==> src/common/desc_kick_settings.svh <==
// Build-time constants for the descriptor kick-off router: channel count, widths, window
`ifndef DESC_KICK_SETTINGS_SVH
`define DESC_KICK_SETTINGS_SVH

// ======================================================================
// Channel count
// ======================================================================

// One DMA descriptor engine per channel
`define DK_NUM_CHANNELS 8

// ======================================================================
// Widths
// ======================================================================

// Command address and data words from the register block
`define DK_ADDR_WIDTH 32
`define DK_DATA_WIDTH 32

// Assembled descriptor pointer, HIGH word above LOW word
`define DK_DESC_ADDR_WIDTH 64

// ======================================================================
// Register window
// ======================================================================

// Low address bits that take part in the range check
`define DK_DECODE_BITS 12

// Two 32-bit words per channel, 0x40 for eight channels
`define DK_WINDOW_BYTES (`DK_NUM_CHANNELS * 8)

`endif
==> src/common/desc_kick_pkg.sv <==
// Types shared by the kick-off router: widths, command struct, FSM states, word select
`default_nettype none

`include "desc_kick_settings.svh"

package desc_kick_pkg;

        // ==============================================================
        // Width types
        // ==============================================================

        typedef logic [`DK_ADDR_WIDTH-1:0]           cmd_addr_t;
        typedef logic [`DK_DATA_WIDTH-1:0]           cmd_data_t;
        typedef logic [`DK_DESC_ADDR_WIDTH-1:0]      desc_addr_t;
        // Channel number, 3 bits for eight engines
        typedef logic [$clog2(`DK_NUM_CHANNELS)-1:0] chan_id_t;
        // One bit per engine
        typedef logic [`DK_NUM_CHANNELS-1:0]         chan_mask_t;

        // ==============================================================
        // Command bundle
        // ==============================================================

        // Request from the register block, 65 bits
        typedef struct packed {
                cmd_addr_t addr;
                cmd_data_t wdata;
                logic      write;
        } apb_cmd_t;

        // Pair-tracking FSM
        typedef enum logic [2:0] {
                st_idle         = 3'd0,
                st_respond_low  = 3'd1,
                st_wait_high    = 3'd2,
                st_route        = 3'd3,
                st_respond_high = 3'd4
        } kick_state_t;

        // Address bit 2 picks the half of the descriptor pointer
        typedef enum logic {
                word_low  = 1'b0,
                word_high = 1'b1
        } word_sel_t;

endpackage

`default_nettype wire

==> src/desc_kickoff_router.sv <==
// Top level of the descriptor kick-off router: sequencer plus channel router
`timescale 1ns/1ps
`default_nettype none

`include "desc_kick_settings.svh"

module desc_kickoff_router (
        input  logic                      clk,
        input  logic                      reset,
        // Command port from the register block
        input  logic                      cmd_valid,
        input  desc_kick_pkg::apb_cmd_t   cmd,
        output logic                      cmd_ready,
        // Response port
        output logic                      rsp_valid,
        input  logic                      rsp_ready,
        output logic                      rsp_error,
        // Descriptor engine kick-off ports
        output desc_kick_pkg::chan_mask_t desc_valid,
        input  desc_kick_pkg::chan_mask_t desc_ready,
        output desc_kick_pkg::desc_addr_t [`DK_NUM_CHANNELS-1:0] desc_addr,
        // Response mux select for the parent
        output logic                      kickoff_hit
);
        import desc_kick_pkg::*;

        // Sequencer to router
        logic      load_low;
        logic      load_high;
        cmd_data_t wdata;
        logic      route_active;
        chan_id_t  route_chan;

        // ==============================================================
        // Pair sequencing and handshakes
        // ==============================================================

        kick_sequencer u_sequencer (
                .clk          (clk),
                .reset        (reset),
                .cmd_valid    (cmd_valid),
                .cmd          (cmd),
                .cmd_ready    (cmd_ready),
                .rsp_valid    (rsp_valid),
                .rsp_ready    (rsp_ready),
                .rsp_error    (rsp_error),
                .desc_ready   (desc_ready),
                .load_low     (load_low),
                .load_high    (load_high),
                .wdata        (wdata),
                .route_active (route_active),
                .route_chan   (route_chan),
                .kickoff_hit  (kickoff_hit)
        );

        // ==============================================================
        // Pointer assembly and channel demux
        // ==============================================================

        kick_channel_route u_route (
                .clk          (clk),
                .reset        (reset),
                .load_low     (load_low),
                .load_high    (load_high),
                .wdata        (wdata),
                .route_active (route_active),
                .route_chan   (route_chan),
                .desc_valid   (desc_valid),
                .desc_addr    (desc_addr)
        );

endmodule

`default_nettype wire

==> src/desc_kick/kick_channel_route.sv <==
// Channel router: LOW/HIGH word registers, 64-bit pointer assembly, per-channel valid demux
`timescale 1ns/1ps
`default_nettype none

`include "desc_kick_settings.svh"

module kick_channel_route (
        input  logic                      clk,
        input  logic                      reset,
        // Capture strobes and data from the sequencer
        input  logic                      load_low,
        input  logic                      load_high,
        input  desc_kick_pkg::cmd_data_t  wdata,
        // Routing control
        input  logic                      route_active,
        input  desc_kick_pkg::chan_id_t   route_chan,
        // Toward the descriptor engines
        output desc_kick_pkg::chan_mask_t desc_valid,
        output desc_kick_pkg::desc_addr_t [`DK_NUM_CHANNELS-1:0] desc_addr
);
        import desc_kick_pkg::*;

        cmd_data_t  low_q;
        cmd_data_t  high_q;
        desc_addr_t desc_word;

        // ==============================================================
        // Word capture
        // ==============================================================

        always_ff @(posedge clk) begin
                if (reset) begin
                        low_q  <= '0;
                        high_q <= '0;
                end else begin
                        if (load_low)
                                low_q <= wdata;
                        if (load_high)
                                high_q <= wdata;
                end
        end

        // HIGH word forms the upper half
        assign desc_word = {high_q, low_q};

        // ==============================================================
        // Engine outputs
        // ==============================================================

        // Same pointer on every channel, valid picks the target
        always_comb begin
                for (int ch = 0; ch < `DK_NUM_CHANNELS; ch++)
                        desc_addr[ch] = desc_word;
        end

        always_comb begin
                desc_valid = '0;
                if (route_active)
                        desc_valid[route_chan] = 1'b1;
        end

        // ==============================================================
        // Assertions
        // ==============================================================

        // At most one engine is addressed at a time
        a_valid_onehot0: assert property (
                @(posedge clk) disable iff (reset)
                $onehot0(desc_valid));

        // Pointer must not move while an engine is still being offered it
        a_addr_stable: assert property (
                @(posedge clk) disable iff (reset)
                (|desc_valid) ##1 (|desc_valid) |-> $stable(desc_word));

endmodule

`default_nettype wire

==> src/desc_kick/kick_sequencer.sv <==
// Kick-off sequencer: address decode, pair-tracking FSM, error flag, channel latch, handshakes
`timescale 1ns/1ps
`default_nettype none

`include "desc_kick_settings.svh"

module kick_sequencer (
        input  logic                     clk,
        input  logic                     reset,
        // Command port from the register block
        input  logic                     cmd_valid,
        input  desc_kick_pkg::apb_cmd_t  cmd,
        output logic                     cmd_ready,
        // Response port
        output logic                     rsp_valid,
        input  logic                     rsp_ready,
        output logic                     rsp_error,
        // Accept strobes from the descriptor engines
        input  desc_kick_pkg::chan_mask_t desc_ready,
        // Toward the channel router
        output logic                     load_low,
        output logic                     load_high,
        output desc_kick_pkg::cmd_data_t wdata,
        output logic                     route_active,
        output desc_kick_pkg::chan_id_t  route_chan,
        output logic                     kickoff_hit
);
        import desc_kick_pkg::*;

        // Channel field sits just above the word-select bit
        localparam int chan_lsb = 3;
        localparam int chan_msb = chan_lsb + $bits(chan_id_t) - 1;
        localparam logic [`DK_DECODE_BITS-1:0] window_limit =
                `DK_DECODE_BITS'(`DK_WINDOW_BYTES);

        kick_state_t state;
        kick_state_t state_next;
        chan_id_t    chan_q;
        logic        err_q;

        chan_id_t    dec_chan;
        word_sel_t   dec_word;
        logic        in_range;
        logic        cmd_fire;
        logic        low_ok;
        logic        high_ok;

        // ==============================================================
        // Address decode
        // ==============================================================

        assign dec_chan = cmd.addr[chan_msb:chan_lsb];
        assign dec_word = word_sel_t'(cmd.addr[2]);
        // Only the low 12 bits are compared against the window
        assign in_range = cmd.addr[`DK_DECODE_BITS-1:0] < window_limit;

        assign cmd_fire = cmd_valid && cmd_ready;

        // Opening word of a pair
        assign low_ok  = cmd.write && in_range && (dec_word == word_low);
        // Closing word: same channel as the latched LOW write
        assign high_ok = cmd.write && in_range && (dec_word == word_high)
                         && (dec_chan == chan_q);

        // ==============================================================
        // FSM
        // ==============================================================

        always_comb begin
                state_next = state;
                case (state)
                st_idle: begin
                        // Every command here gets its own response, good or bad
                        if (cmd_fire)
                                state_next = st_respond_low;
                end
                st_respond_low: begin
                        if (rsp_ready)
                                state_next = err_q ? st_idle : st_wait_high;
                end
                st_wait_high: begin
                        // Bad second word skips the engine entirely
                        if (cmd_fire)
                                state_next = high_ok ? st_route : st_respond_high;
                end
                st_route: begin
                        // Hold until the selected engine takes the pointer
                        if (desc_ready[chan_q])
                                state_next = st_respond_high;
                end
                st_respond_high: begin
                        if (rsp_ready)
                                state_next = st_idle;
                end
                default: begin
                        state_next = st_idle;
                end
                endcase
        end

        always_ff @(posedge clk) begin
                if (reset) begin
                        state  <= st_idle;
                        chan_q <= '0;
                        err_q  <= 1'b0;
                end else begin
                        state <= state_next;
                        if (cmd_fire && state == st_idle) begin
                                err_q <= !low_ok;
                                // Channel is only taken from a good LOW write
                                if (low_ok)
                                        chan_q <= dec_chan;
                        end
                        if (cmd_fire && state == st_wait_high)
                                err_q <= !high_ok;
                end
        end

        // ==============================================================
        // Handshake and router controls
        // ==============================================================

        assign cmd_ready = (state == st_idle) || (state == st_wait_high);
        assign rsp_valid = (state == st_respond_low) || (state == st_respond_high);
        assign rsp_error = err_q;

        // Capture strobes for the data words, good writes only
        assign load_low  = cmd_fire && (state == st_idle) && low_ok;
        assign load_high = cmd_fire && (state == st_wait_high) && high_ok;
        assign wdata     = cmd.wdata;

        assign route_active = (state == st_route);
        assign route_chan   = chan_q;

        // Parent uses this to take the response from here; never on a LOW reply
        assign kickoff_hit = ((state == st_route) || (state == st_respond_high)) && !err_q;

        // ==============================================================
        // Assertions
        // ==============================================================

        // Command and response phases never overlap
        a_no_cmd_rsp_overlap: assert property (
                @(posedge clk) disable iff (reset)
                !(cmd_ready && rsp_valid));

        // Routing is only reached after a clean pair
        a_route_no_error: assert property (
                @(posedge clk) disable iff (reset)
                route_active |-> !err_q);

endmodule

`default_nettype wire

==> config.mk <==
export PLATFORM = sky130hd
export DESIGN_NAME = desc_kickoff_router
export DESIGN_NICKNAME = d
export VERILOG_FILES = /design/src/common/desc_kick_pkg.sv /design/src/desc_kickoff_router.sv /design/src/desc_kick/kick_channel_route.sv /design/src/desc_kick/kick_sequencer.sv
export VERILOG_INCLUDE_DIRS = /design/src /design/src/common
export SDC_FILE = /design/constraint.sdc
export NUM_CORES = 1
export LEC_CHECK = 0
export ABC_CLOCK_PERIOD_IN_PS = 1500
export BUFFER_PORTS_ARGS = -buffer_cell sky130_fd_sc_hd__buf_2
export CAP_MARGIN = 15
export CORE_AREA = 4 4 229 231
export DETAILED_ROUTE_END_ITERATION = 10
export DIE_AREA = 0 0 233 235
export GPL_TIMING_DRIVEN = 0
export PLACE_DENSITY = 0.35
export SYNTH_ARGS = -nofsm -noshare
export SYNTH_HDL_FRONTEND = slang
export SYNTH_SLANG_ARGS = --single-unit
==> constraint.sdc <==
create_clock -name clk -period 1.5 [get_ports clk]
set_input_delay 0 -clock clk [delete_from_list [all_inputs] [get_ports clk]]
set_output_delay 0 -clock clk [all_outputs]
set_load 0.005 [all_outputs]
* Word level (Yosys, flattened, before mapping)
Cells that the tools add are included.
Word-level totals: bits in registers 71, logic and storage cells 55
Operators by class: $lt $le $gt $ge 3, equality and inequality tests 10, multiplexer cells 15, bitwise logic cells 1, reduce and logical (&&, ||, !) cells 21
Operators with widths (count):
- $mux W3 | 6
- $pmux W3 S5 | 1
- $lt A12 B7 Y1 const B | 1
- $logic_and A1 B1 Y1 | 11
- $mux W8 | 1
- $eq A3 B2 Y1 const B | 2
- $ne A2 B1 Y1 const B | 3
- $reduce_and A5 Y1 | 1
- $lt A3 B4 Y1 const B | 1
- $mux W1 | 4
- $ne A2 B2 Y1 const B | 2
- $bmux W1 S3 | 1
- $demux W1 S3 | 1
- $eq A3 B1 Y1 const B | 1
- $eq A3 B3 Y1 | 1
- $eq A3 B3 Y1 const B | 1
- $ge A3 B1 Y1 const B | 1
- $logic_not A1 Y1 | 3
- $logic_not A3 Y1 | 1
- $logic_or A1 B1 Y1 | 3
- $mux W2 | 1
- $reduce_and A2 Y1 | 1
- $reduce_bool A2 Y1 | 1
- $not A1 Y1 | 1

* Longest topological paths before layout
Gate-level depths: netlist (run 1).
depth after elaboration 7, depth in mapped cells 8, gate-level depth less buffers 5

* Cells and area by module
Synthesis (run 1) repeated with hierarchy kept, for this count alone.
Unflattened totals: cells, all modules 767, area, all modules 6538.8 µm²
Modules (own cells, without submodules):
- kick_channel_route | instances 1, cells an instance 668, area each 5759.3 µm², sequential area each 1281.2 µm²
- kick_sequencer | instances 1, cells an instance 99, area each 779.5 µm², sequential area each 140.1 µm²

* Worst setup path before layout (run 1)
Ideal clock, no wire load.
path kind reg2reg, from reg u_sequencer.state[2], to reg u_route.low_q[0], library setup time 0.132 ns, data arrival time 1.559 ns, setup slack -0.191 ns, cell stages (with the launch flop) 9, buffers on the path 3, period minus slack after synthesis 1.691 ns, cell sequence dfxtp_1 -> buf_4 -> nor2_1 -> nand2_1 -> or4_1 -> buf_6 -> buf_6 -> nand2_1 -> a21oi_1
On the way: word-level cells in the longest chain between the ends 5, elaborated cells between the ends (all ways) 6
RTL lines:
- from (decl) | RTL line kick_sequencer.sv:36 | kick_state_t state;
- from (signal assigned) | RTL line kick_sequencer.sv:103 | state <= st_idle;
- from (signal assigned) | RTL line kick_sequencer.sv:107 | state <= state_next;
- $eq A3 B2 Y1 / $logic_not A3 Y1 (equally long branches) | RTL line kick_sequencer.sv:123 | assign cmd_ready = (state == st_idle) || (state == st_wait_high);
- $logic_or A1 B1 Y1 (*) | RTL line kick_sequencer.sv:123
- via cmd_ready | RTL line desc_kickoff_router.sv:13 | output logic cmd_ready,
- $logic_and A1 B1 Y1 (*) | RTL line kick_sequencer.sv:57 | assign cmd_fire = cmd_valid && cmd_ready;
- $logic_and A1 B1 Y1 (*) (2 in a row) | RTL line kick_sequencer.sv:128 | assign load_low = cmd_fire && (state == st_idle) && low_ok;
- to (signal assigned) | RTL line kick_channel_route.sv:37 | low_q <= wdata;
- to (decl) | RTL line kick_channel_route.sv:23 | cmd_data_t low_q;
Mark *: on every way through the listed nets, which the timed path passes. The rest lies on a longest branch. A chain may end at the register's enable or synchronous reset.

* Worst setup path after layout (run 1)
from reg u_sequencer.state[2], to reg u_route.low_q[15]
On the way: word-level cells in the longest chain between the ends 5, elaborated cells between the ends (all ways) 6
RTL lines (RTL line):
- $eq A3 B2 Y1 / $logic_not A3 Y1 (equally long branches) | kick_sequencer.sv:123, kick_sequencer.sv:128
- $logic_or A1 B1 Y1 | kick_sequencer.sv:123
- $logic_and A1 B1 Y1 | kick_sequencer.sv:57
- $logic_and A1 B1 Y1 (*) (2 in a row) | kick_sequencer.sv:128
Every way passes the cells marked *; elsewhere a longest branch is shown, timed or not.

==> flow_metrics.env, run 1 <==
export IMPL_outcome="finished, violations left"
export IMPL_violations="setup timing"
export IMPL_nets=1503
export IMPL_setup_slack_ps=-213
export IMPL_min_to="u_sequencer.state[0]"
export IMPL_first_iter_violations=123
export IMPL_ys_seq_elements=71
export IMPL_numCtsBuffers=9
export IMPL_syn2layout_area_growth_pct=88.8
export IMPL_dpl_hpwl_um=21300
export IMPL_clkLatencyLatePin_ps=350
export IMPL_crit_path_start_kind="flip-flop"
export IMPL_synth_xor_xnor_area_share=0.00563
export IMPL_synth_compound_area_share=0.0414
export IMPL_ios=601
export IMPL_drv_cap=0
export IMPL_power_density_nw_per_um2=427
export IMPL_rr_worst_depth=7
export IMPL_holdCritStartpoint="rsp_ready"
export IMPL_hold_depth=5
export IMPL_muxShareOfSynthArea=0.0595
export IMPL_final_cell_area_um2=11800
export IMPL_placed_area_um2=9980
export IMPL_tightest_slew_ps=962
export IMPL_yosysTopAreaCellShare=0.542
export IMPL_grt_max_degree=14
export IMPL_finalSetupViolations=70
export IMPL_dieHeight_um=235
export IMPL_arrival_ps=1910
export IMPL_r2r_start="u_sequencer.state[2]"
export IMPL_cts_tree="built"
export IMPL_yosys_cell_types_count=32
export IMPL_synthSimpleGateAreaFrac=0.0977
export IMPL_slowest_delay_ps=550
export IMPL_final_common_cell="buf_2"
export IMPL_worst_setup_path_end_kind="flip-flop"
export IMPL_numPortBuffers=577
export IMPL_dieArea_um2=54800
export IMPL_dr_pass1_iters=4
export IMPL_critPathRequiredTime_ps=1700
export IMPL_fin_crit_sh=1.14
export IMPL_finClkSkew_ps=7.92
export IMPL_antenna_cells=0
export IMPL_drc=0
export IMPL_num_vias=6539
export IMPL_cts_root_buffer="clkbuf_16"
export IMPL_drive_gt1_frac=0.839
export IMPL_grt_usage=0.0920
export IMPL_crit_fanout=8
export IMPL_synthAdderAreaFrac=0
export IMPL_gp_congestion=0.677
export IMPL_layout_cells_most_common_list="577 x buf_2, 460 x buf_4, 65 x dfxtp_1"
export IMPL_synth_area_leader_cell="buf_4"
export IMPL_globalRouteOverflowTotal=0
export IMPL_postSynthCellCount=769
export IMPL_grt_pass1_wl_um=38500
export IMPL_crit_type="flip-flop to flip-flop"
export IMPL_syn_nets=846
export IMPL_fillCellCount=5620
export IMPL_fmax_mhz=584
export IMPL_cts_sinks=71
export IMPL_cp_slowest_cell="or4_4"
export IMPL_synth_top_family_by_area="buffers and inverters"
export IMPL_clk_pin_slew_worst_paths_ps=60
export IMPL_postSynthAreaPerCell_um2=8.09
export IMPL_p_total_w=0.00502
export IMPL_p_leak_nw=7.17
export IMPL_start_util=0.124
export IMPL_core_um2=50100
export IMPL_drt_wl_total_um=27400
export IMPL_yosysWarnings=0
export IMPL_crit_chain="nor2_4 -> nand2_2 -> or4_4 -> buf_12 -> buf_12 -> nand2_4 -> a21oi_2"
export IMPL_finalCriticalPeriod_ps=1710
export IMPL_clockBufferDepth=2
export IMPL_cts_htree_levels=3
export IMPL_maxSlewViolCount=0
export IMPL_via_per_inst=3.11
export IMPL_die_w_um=233
export IMPL_hold_path_class="input pin to flip-flop"
export IMPL_r2r_end="u_route.low_q[15]"
export IMPL_r2r_setup_slack_ps=-210
export IMPL_syn_area_um2=6220
export IMPL_num_rows=82
export IMPL_ir_worst_vdd_mv=0.487
export IMPL_holdWs_ps=144
export IMPL_final_hold_viol_count=0
export IMPL_grt_pass1_vias=6110
export IMPL_ant_nets=0
export IMPL_post_drt_wl_per_cell_um=13.0
export IMPL_synth_area_leaders="buf_4 54%, dfxtp_1 23%, mux2i_1 6.0%"
export IMPL_antenna_found_initial=1
export IMPL_crit_path_frequent_cell="buf_12"
export IMPL_rsz0062_at_grt="true"
export IMPL_synth_seq_area_share=0.228
export IMPL_relSlewSlack=0.359
==> sequential cells by signal, summed over array words and instances (netlist names) <==
signal and flops:
u_route.low_q 32, u_route.high_q 32, u_sequencer.route_chan 3, u_sequencer.state 3, u_sequencer.rsp_error 1
==> worst max-delay path: cells and delay by family, from the launching register on <==
family                 cells  cell delay [ps]
AND/OR/NAND/NOR            4              780
flip-flops                 1              360
AO/OA/AOI/OAI              1               50
buffers and inverters      2              340
==> cell usage after synthesis, drive strengths merged <==
master / instances
buf: 462
mux2i: 37
or4: 1
nand3: 1
nand4: 1
o32ai: 1
nand2: 76
nor3b: 1
nor4b: 1
nor2: 42
and2b: 1
nand2b: 2
clkbuf: 8
nor4: 3
o22ai: 2
inv: 1
a21oi: 38
nor3: 7
o31ai: 3
o21ai: 2
nand3b: 2
or2: 1
dfxtp: 71
xnor2: 4
o31a: 1
==> power by group <==
part | total, W | internal [W] | switching [W]
Clock | 0.00230 | 0.00134 | 0.000960
Combinational | 0.000776 | 0.000386 | 0.000390
Sequential | 0.00194 | 0.00191 | 0.0000326
Total | 0.00502 | 0.00364 | 0.00138
==> cell type report <==
| type | count | area [um^2] | area share |
|---|---|---|---|
| repair buffers | 649 | 3780 | 0.322 |
| plain buffers | 467 | 3580 | 0.305 |
| multi-input cells | 227 | 1800 | 0.153 |
| flip-flops and latches | 71 | 1440 | 0.122 |
| well taps | 672 | 841 | 0.0716 |
| clock buffers | 10 | 239 | 0.0203 |
| clock inverters | 6 | 67.6 | 0.00575 |
| inverters | 1 | 3.75 | 0.000319 |
==> routing by layer <==
layer	global-route usage	share of wire	up-vias
met4	0.0206	0.0098	0
met5	0	0	-
li1	-	-	3300
met1	0.103	0.38	2933
met3	0.0264	0.080	18
met2	0.171	0.53	288
==> how the worst max path moves through the flow <==
| stage | endpoint | startpoint |
|---|---|---|
| global placement | u_route.high_q[14] | u_sequencer.route_chan[2] |
| floorplan | u_route.high_q[10] | u_sequencer.state[2] |
| CTS | u_route.high_q[28] | u_sequencer.state[2] |
| detailed placement | u_route.high_q[12] | u_sequencer.state[1] |
| finish | u_route.low_q[15] | u_sequencer.state[2] |
| global route | u_route.high_q[12] | u_sequencer.route_chan[0] |
==> stage by stage <==
step,instances,utilization,setup slack (ps),setup TNS (ps)
after floorplan,769,-,-112,-4050
after global placement,2018,0.199,-653,-39940
after detailed placement,2018,0.199,-661,-40310
after CTS,2091,0.222,-243,-12710
after global routing,2103,0.235,-336,-19270
final,2103,0.235,-213,-12690
==> logic make-up after synthesis <==
| family | Yosys count |
|---|---|
| AO/OA/AOI/OAI | 47 |
| AND/OR/NAND/NOR | 139 |
| buffers and inverters | 471 |
| flip-flops | 71 |
| XOR/XNOR | 4 |
| multiplexers | 37 |
==> timing repair <==
item,in CTS,in global routing
setup buffers,15,12
gates cloned,6,4
pin swaps,8,30
resized for setup,48,140
setup endpoints to repair,87,81
hold endpoints to repair,68,0
hold buffers,36,0
Power figures use the tool's default switching activity.
==> inputs of run 2 (changes only) <==
Settings changed: GPL_TIMING_DRIVEN 0 to default.
==> run 2 against run 1 <==
Non-clock buffer count is 468 lower. Count of clock-buffer cells in the layout is 2 higher. Critical path depth stayed put. Register-to-register slack better by 50 ps. First-iteration DRC count is 14% lower. Global-route usage is 2.8 points lower. Clock power is 3% higher. Hold slack better by 9.8 ps. Routed wire length is 29% lower. Utilization is 8.3 points lower. Final area is 35% lower. The flow still finishes with violations (setup timing). Die area stayed put.
==> flow_metrics.env, run 2 (same netlist as run 1, synthesis figures left out) <==
export IMPL_outcome="finished, violations left"
export IMPL_violations="setup timing"
export IMPL_placed_area_um2=6710
export IMPL_drt_wl_total_um=19400
export IMPL_ir_worst_vdd_mv=0.484
export IMPL_start_util=0.124
export IMPL_final_hold_viol_count=0
export IMPL_fillCellCount=5739
export IMPL_dieHeight_um=235
export IMPL_ant_nets=0
export IMPL_dieArea_um2=54800
export IMPL_arrival_ps=1930
export IMPL_dpl_hpwl_um=14700
export IMPL_finalSetupViolations=75
export IMPL_critPathRequiredTime_ps=1770
export IMPL_core_um2=50100
export IMPL_die_w_um=233
export IMPL_dr_pass1_iters=4
export IMPL_slowest_delay_ps=360
export IMPL_finalSetupTns_ps=-7090
export IMPL_drc=0
export IMPL_grt_usage=0.0637
export IMPL_layout_cells_most_common_list="577 x buf_2, 73 x nand2_1, 66 x dfxtp_1"
export IMPL_via_per_inst=2.94
export IMPL_p_total_w=0.00500
export IMPL_crit_path_start_kind="flip-flop"
export IMPL_final_common_cell="buf_2"
export IMPL_globalRouteOverflowTotal=0
export IMPL_num_rows=82
export IMPL_rsz0062_at_grt="true"
export IMPL_clockBufferDepth=2
export IMPL_p_leak_nw=4.52
export IMPL_clkLatencyLatePin_ps=370
export IMPL_grt_pass1_wl_um=26600
export IMPL_crit_type="flip-flop to flip-flop"
export IMPL_finClkSkew_ps=4.97
export IMPL_fmax_mhz=603
export IMPL_post_drt_wl_per_cell_um=11.9
export IMPL_clk_pin_slew_worst_paths_ps=60
export IMPL_fin_crit_sh=1.11
export IMPL_nets=1035
export IMPL_grt_max_degree=37
export IMPL_numCtsBuffers=9
export IMPL_hold_path_class="input pin to flip-flop"
export IMPL_cp_slowest_cell="dfxtp_4"
export IMPL_gp_congestion=0.686
export IMPL_first_iter_violations=106
export IMPL_antenna_cells=0
export IMPL_worst_setup_path_end_kind="flip-flop"
export IMPL_maxSlewViolCount=0
export IMPL_tightest_slew_ps=454
export IMPL_crit_chain="and2b_1 -> buf_6 -> nand2_4 -> buf_6 -> o31ai_4 -> a21oi_1 -> o32ai_1"
export IMPL_num_vias=4815
export IMPL_power_density_nw_per_um2=658
export IMPL_fin_util=0.152
export IMPL_cts_sinks=71
export IMPL_finalCriticalPeriod_ps=1660
export IMPL_crit_path_frequent_cell="buf_6"
export IMPL_fin_cells=1635
export IMPL_reg_largest_list="u_route.high_q: 32 flops, u_route.low_q: 32 flops"
export IMPL_cts_htree_levels=3
export IMPL_setup_slack_ps=-158
export IMPL_relSlewSlack=0.697
export IMPL_final_cell_area_um2=7600
export IMPL_grt_pass1_vias=4273
export IMPL_numPortBuffers=578
export IMPL_crit_fanout=5
export IMPL_antenna_found_initial=0
export IMPL_drive_gt1_frac=0.679
export IMPL_drv_cap=0
export IMPL_ios=601
export IMPL_placedCellCount=1576
export IMPL_cts_tree="built"
export IMPL_syn2layout_area_growth_pct=22.2
export IMPL_cts_root_buffer="clkbuf_16"
-- run 2: changes by cell type in the layout (fill, tap and decap cells not counted), sizes merged --
cell and delta:
dlygate4sd3 +1, buf -458, clkbuf -9, inv -2, clkinvlp +1, clkinv -1
-- run 2: worst paths after layout --
path | startpoint | to | slack (ps) | depth (start not counted)
max | u_sequencer.state[2] | u_sequencer.state[1] | -160 | 7
min | rsp_ready | u_sequencer.state[0] | 150 | 5
max reg2reg | u_sequencer.state[2] | u_sequencer.state[1] | -160 | 7
min reg2reg | u_sequencer.route_chan[0] | u_sequencer.route_chan[0] | 470 | 2
-- run 2: cell type report --
type / instances / area [um^2] / share of cell area
timing repair buffer: 648 / 3640 / 0.479
sequential: 71 / 1430 / 0.188
inverter: 1 / 3.75 / 0.000494
tap: 672 / 841 / 0.111
multi-input combinational: 227 / 1370 / 0.180
clock buffer: 12 / 267 / 0.0350
clock inverter: 4 / 52.6 / 0.00691
-- run 2: routing by layer --
| layer | GRT usage | share of wire |
|---|---|---|
| met1 | 0.0709 | 0.39 |
| met3 | 0.0196 | 0.094 |
| met5 | 0 | 0 |
| met4 | 0.0266 | 0.017 |
| met2 | 0.112 | 0.50 |
-- run 2: per-stage QoR --
stage | hold slack [ps] | worst slack, ps
floorplan | 136 | -112
global placement | 230 | -183
detailed placement | 234 | -182
CTS | 117 | -164
global route | 151 | -260
finish | 154 | -158
-- run 2: where the power goes --
part / leakage (nW) / switching [W] / internal (W)
sequential: 0.575 / 0.0000293 / 0.00191
clock: 0.147 / 0.000953 / 0.00142
combinational: 3.79 / 0.000324 / 0.000359
total: 4.52 / 0.00131 / 0.00370
-- run 2: repair_timing --
action / CTS / global route
hold buffers: 37 / 0
gates cloned: 1 / 1
pin swaps: 8 / 10
hold endpoints to repair: 71 / 0
resized for setup: 24 / 8
setup buffers: 3 / 1
endpoints found under the setup margin: 79 / 78
-- run 2: worst max-delay path: cells and delay by family, from the launching register on --
kind	cells	cell delay [ps]
compound gates	3	670
buf+inv	2	250
flops	1	360
simple gates	2	290
==> inputs of run 3 (changes only) <==
Settings changed: ABC_CLOCK_PERIOD_IN_PS 1500 to default, SETUP_SLACK_MARGIN from default to 0.15.
==> run 3 against run 2 <==
Total power down 0.13%. Final area increased by 6.1%. Via count is 2.6% higher. The run still ends with setup timing left. Count of clock-buffer cells in the layout shrank 3. Highest routed layer unchanged.
==> flow_metrics.env, run 3 (same netlist as run 1, synthesis figures left out) <==
export IMPL_dieArea_um2=54800
export IMPL_crit_path_start_kind="flip-flop"
export IMPL_globalRouteOverflowTotal=0
export IMPL_slowest_delay_ps=330
export IMPL_dr_pass1_iters=4
export IMPL_ant_nets=0
export IMPL_dieHeight_um=235
export IMPL_holdWs_ps=69.0
export IMPL_layout_cells_most_common_list="576 x buf_2, 66 x dfxtp_1, 40 x nand2_1"
export IMPL_finClkSkew_ps=4.86
export IMPL_setup_slack_ps=-141
export IMPL_hold_path_class="input pin to flip-flop"
export IMPL_nets=1045
export IMPL_crit_fanout=8
export IMPL_arrival_ps=1880
export IMPL_worst_setup_path_end_kind="flip-flop"
export IMPL_core_um2=50100
export IMPL_antenna_cells=0
export IMPL_crit_chain="xnor2_1 -> nand4_1 -> nor3_4 -> buf_12 -> clkbuf_16 -> mux2i_1 -> nor2_1"
export IMPL_final_cell_area_um2=8070
export IMPL_rsz0062_at_grt="true"
export IMPL_drc=0
export IMPL_cp_slowest_cell="dfxtp_2"
export IMPL_num_rows=82
export IMPL_gp_congestion=0.695
export IMPL_clockBufferDepth=2
export IMPL_num_vias=4939
export IMPL_cts_tree="built"
export IMPL_p_leak_nw=4.66
export IMPL_ios=601
export IMPL_clk_pin_slew_worst_paths_ps=60
export IMPL_reg_largest_list="u_route.high_q: 32 flops, u_route.low_q: 32 flops"
export IMPL_numCtsBuffers=9
export IMPL_via_per_inst=3.00
export IMPL_clkLatencyLatePin_ps=360
export IMPL_outcome="finished, violations left"
export IMPL_relSlewSlack=0.681
export IMPL_crit_type="flip-flop to flip-flop"
export IMPL_cts_sinks=71
export IMPL_start_util=0.124
export IMPL_violations="setup timing"
export IMPL_placed_area_um2=6690
export IMPL_dpl_hpwl_um=15600
export IMPL_fmax_mhz=609
export IMPL_grt_pass1_vias=4422
export IMPL_grt_max_degree=38
export IMPL_final_common_cell="buf_2"
export IMPL_fin_crit_sh=1.09
export IMPL_die_w_um=233
export IMPL_antenna_found_initial=0
export IMPL_maxSlewViolCount=0
export IMPL_drive_gt1_frac=0.743
export IMPL_drv_cap=0
export IMPL_numPortBuffers=578
export IMPL_finalCriticalPeriod_ps=1640
export IMPL_drt_wl_total_um=21700
export IMPL_syn2layout_area_growth_pct=29.6
export IMPL_cts_root_buffer="clkbuf_16"
export IMPL_final_hold_viol_count=0
export IMPL_ir_worst_vdd_mv=0.523
export IMPL_critPathRequiredTime_ps=1740
export IMPL_power_density_nw_per_um2=619
export IMPL_grt_usage=0.0691
export IMPL_grt_pass1_wl_um=28500
export IMPL_first_iter_violations=138
export IMPL_cts_htree_levels=3
export IMPL_post_drt_wl_per_cell_um=13.2
export IMPL_tightest_slew_ps=478
export IMPL_finalSetupViolations=70
-- run 3: worst paths after layout --
path                                   from                 end  slack, ps  depth (start not counted)
hold / removal                        reset  u_route.high_q[30]         70                          2
setup reg to reg  u_sequencer.route_chan[2]  u_route.high_q[17]       -140                          7
hold reg to reg           u_route.low_q[30]   u_route.low_q[30]        550                          2
setup / recovery  u_sequencer.route_chan[2]  u_route.high_q[17]       -140                          7
-- run 3: area by class of cell --
class | instances | area, um^2
Inverter | 1 | 3.75
Clock inverter | 7 | 55.1
Sequential cell | 71 | 1430
Clock buffer | 9 | 225
Multi-Input combinational cell | 227 | 1650
Timing Repair Buffer | 658 | 3860
Fill cell | 5750 | 42000
Tap cell | 672 | 841
-- run 3: through the flow --
step	total power [W]	cells	utilization	setup slack (ps)	TNS (ps)
6_report	0.00500	1645	0.161	-141	-7010
5_1_grt	0.00533	1645	0.161	-280	-14780
4_1_cts	0.00508	1635	0.153	-157	-7050
3_5_place_dp	0.00254	1574	0.134	-209	-10780
3_3_place_gp	0.00255	1574	0.134	-192	-9900
2_1_floorplan	0.00226	769	-	-112	-4050
-- run 3: per-layer routing --
| metal | track usage | routed length, um | up-vias | part of all wire |
|---|---|---|---|---|
| li1 | - | - | 2377 | - |
| met1 | 0.0831 | 8940 | 2270 | 0.41 |
| met2 | 0.116 | 10600 | 276 | 0.49 |
| met3 | 0.0188 | 1780 | 16 | 0.082 |
| met4 | 0.0274 | 370 | 0 | 0.017 |
| met5 | 0 | 0 | - | 0 |
-- run 3: worst max-delay path: cells and delay by family (launching register included) --
| kind | cells | cell delay [ps] |
|---|---|---|
| simple gates | 3 | 480 |
| buf+inv | 2 | 360 |
| flops | 1 | 330 |
| mux | 1 | 180 |
| xor+xnor | 1 | 140 |
-- run 3: what timing repair did --
item	4_1_cts	5_1_grt
resized for setup	52	67
setup endpoints to repair	81	81
cloned	3	4
setup buffers	6	6
hold buffers	36	0
pin swaps	11	33
hold endpoints to repair	68	0
-- run 3: where the power goes --
| group | internal [W] | switching [W] |
|---|---|---|
| logic | 0.000500 | 0.000378 |
| registers | 0.00191 | 0.0000327 |
| clock network | 0.00114 | 0.00103 |
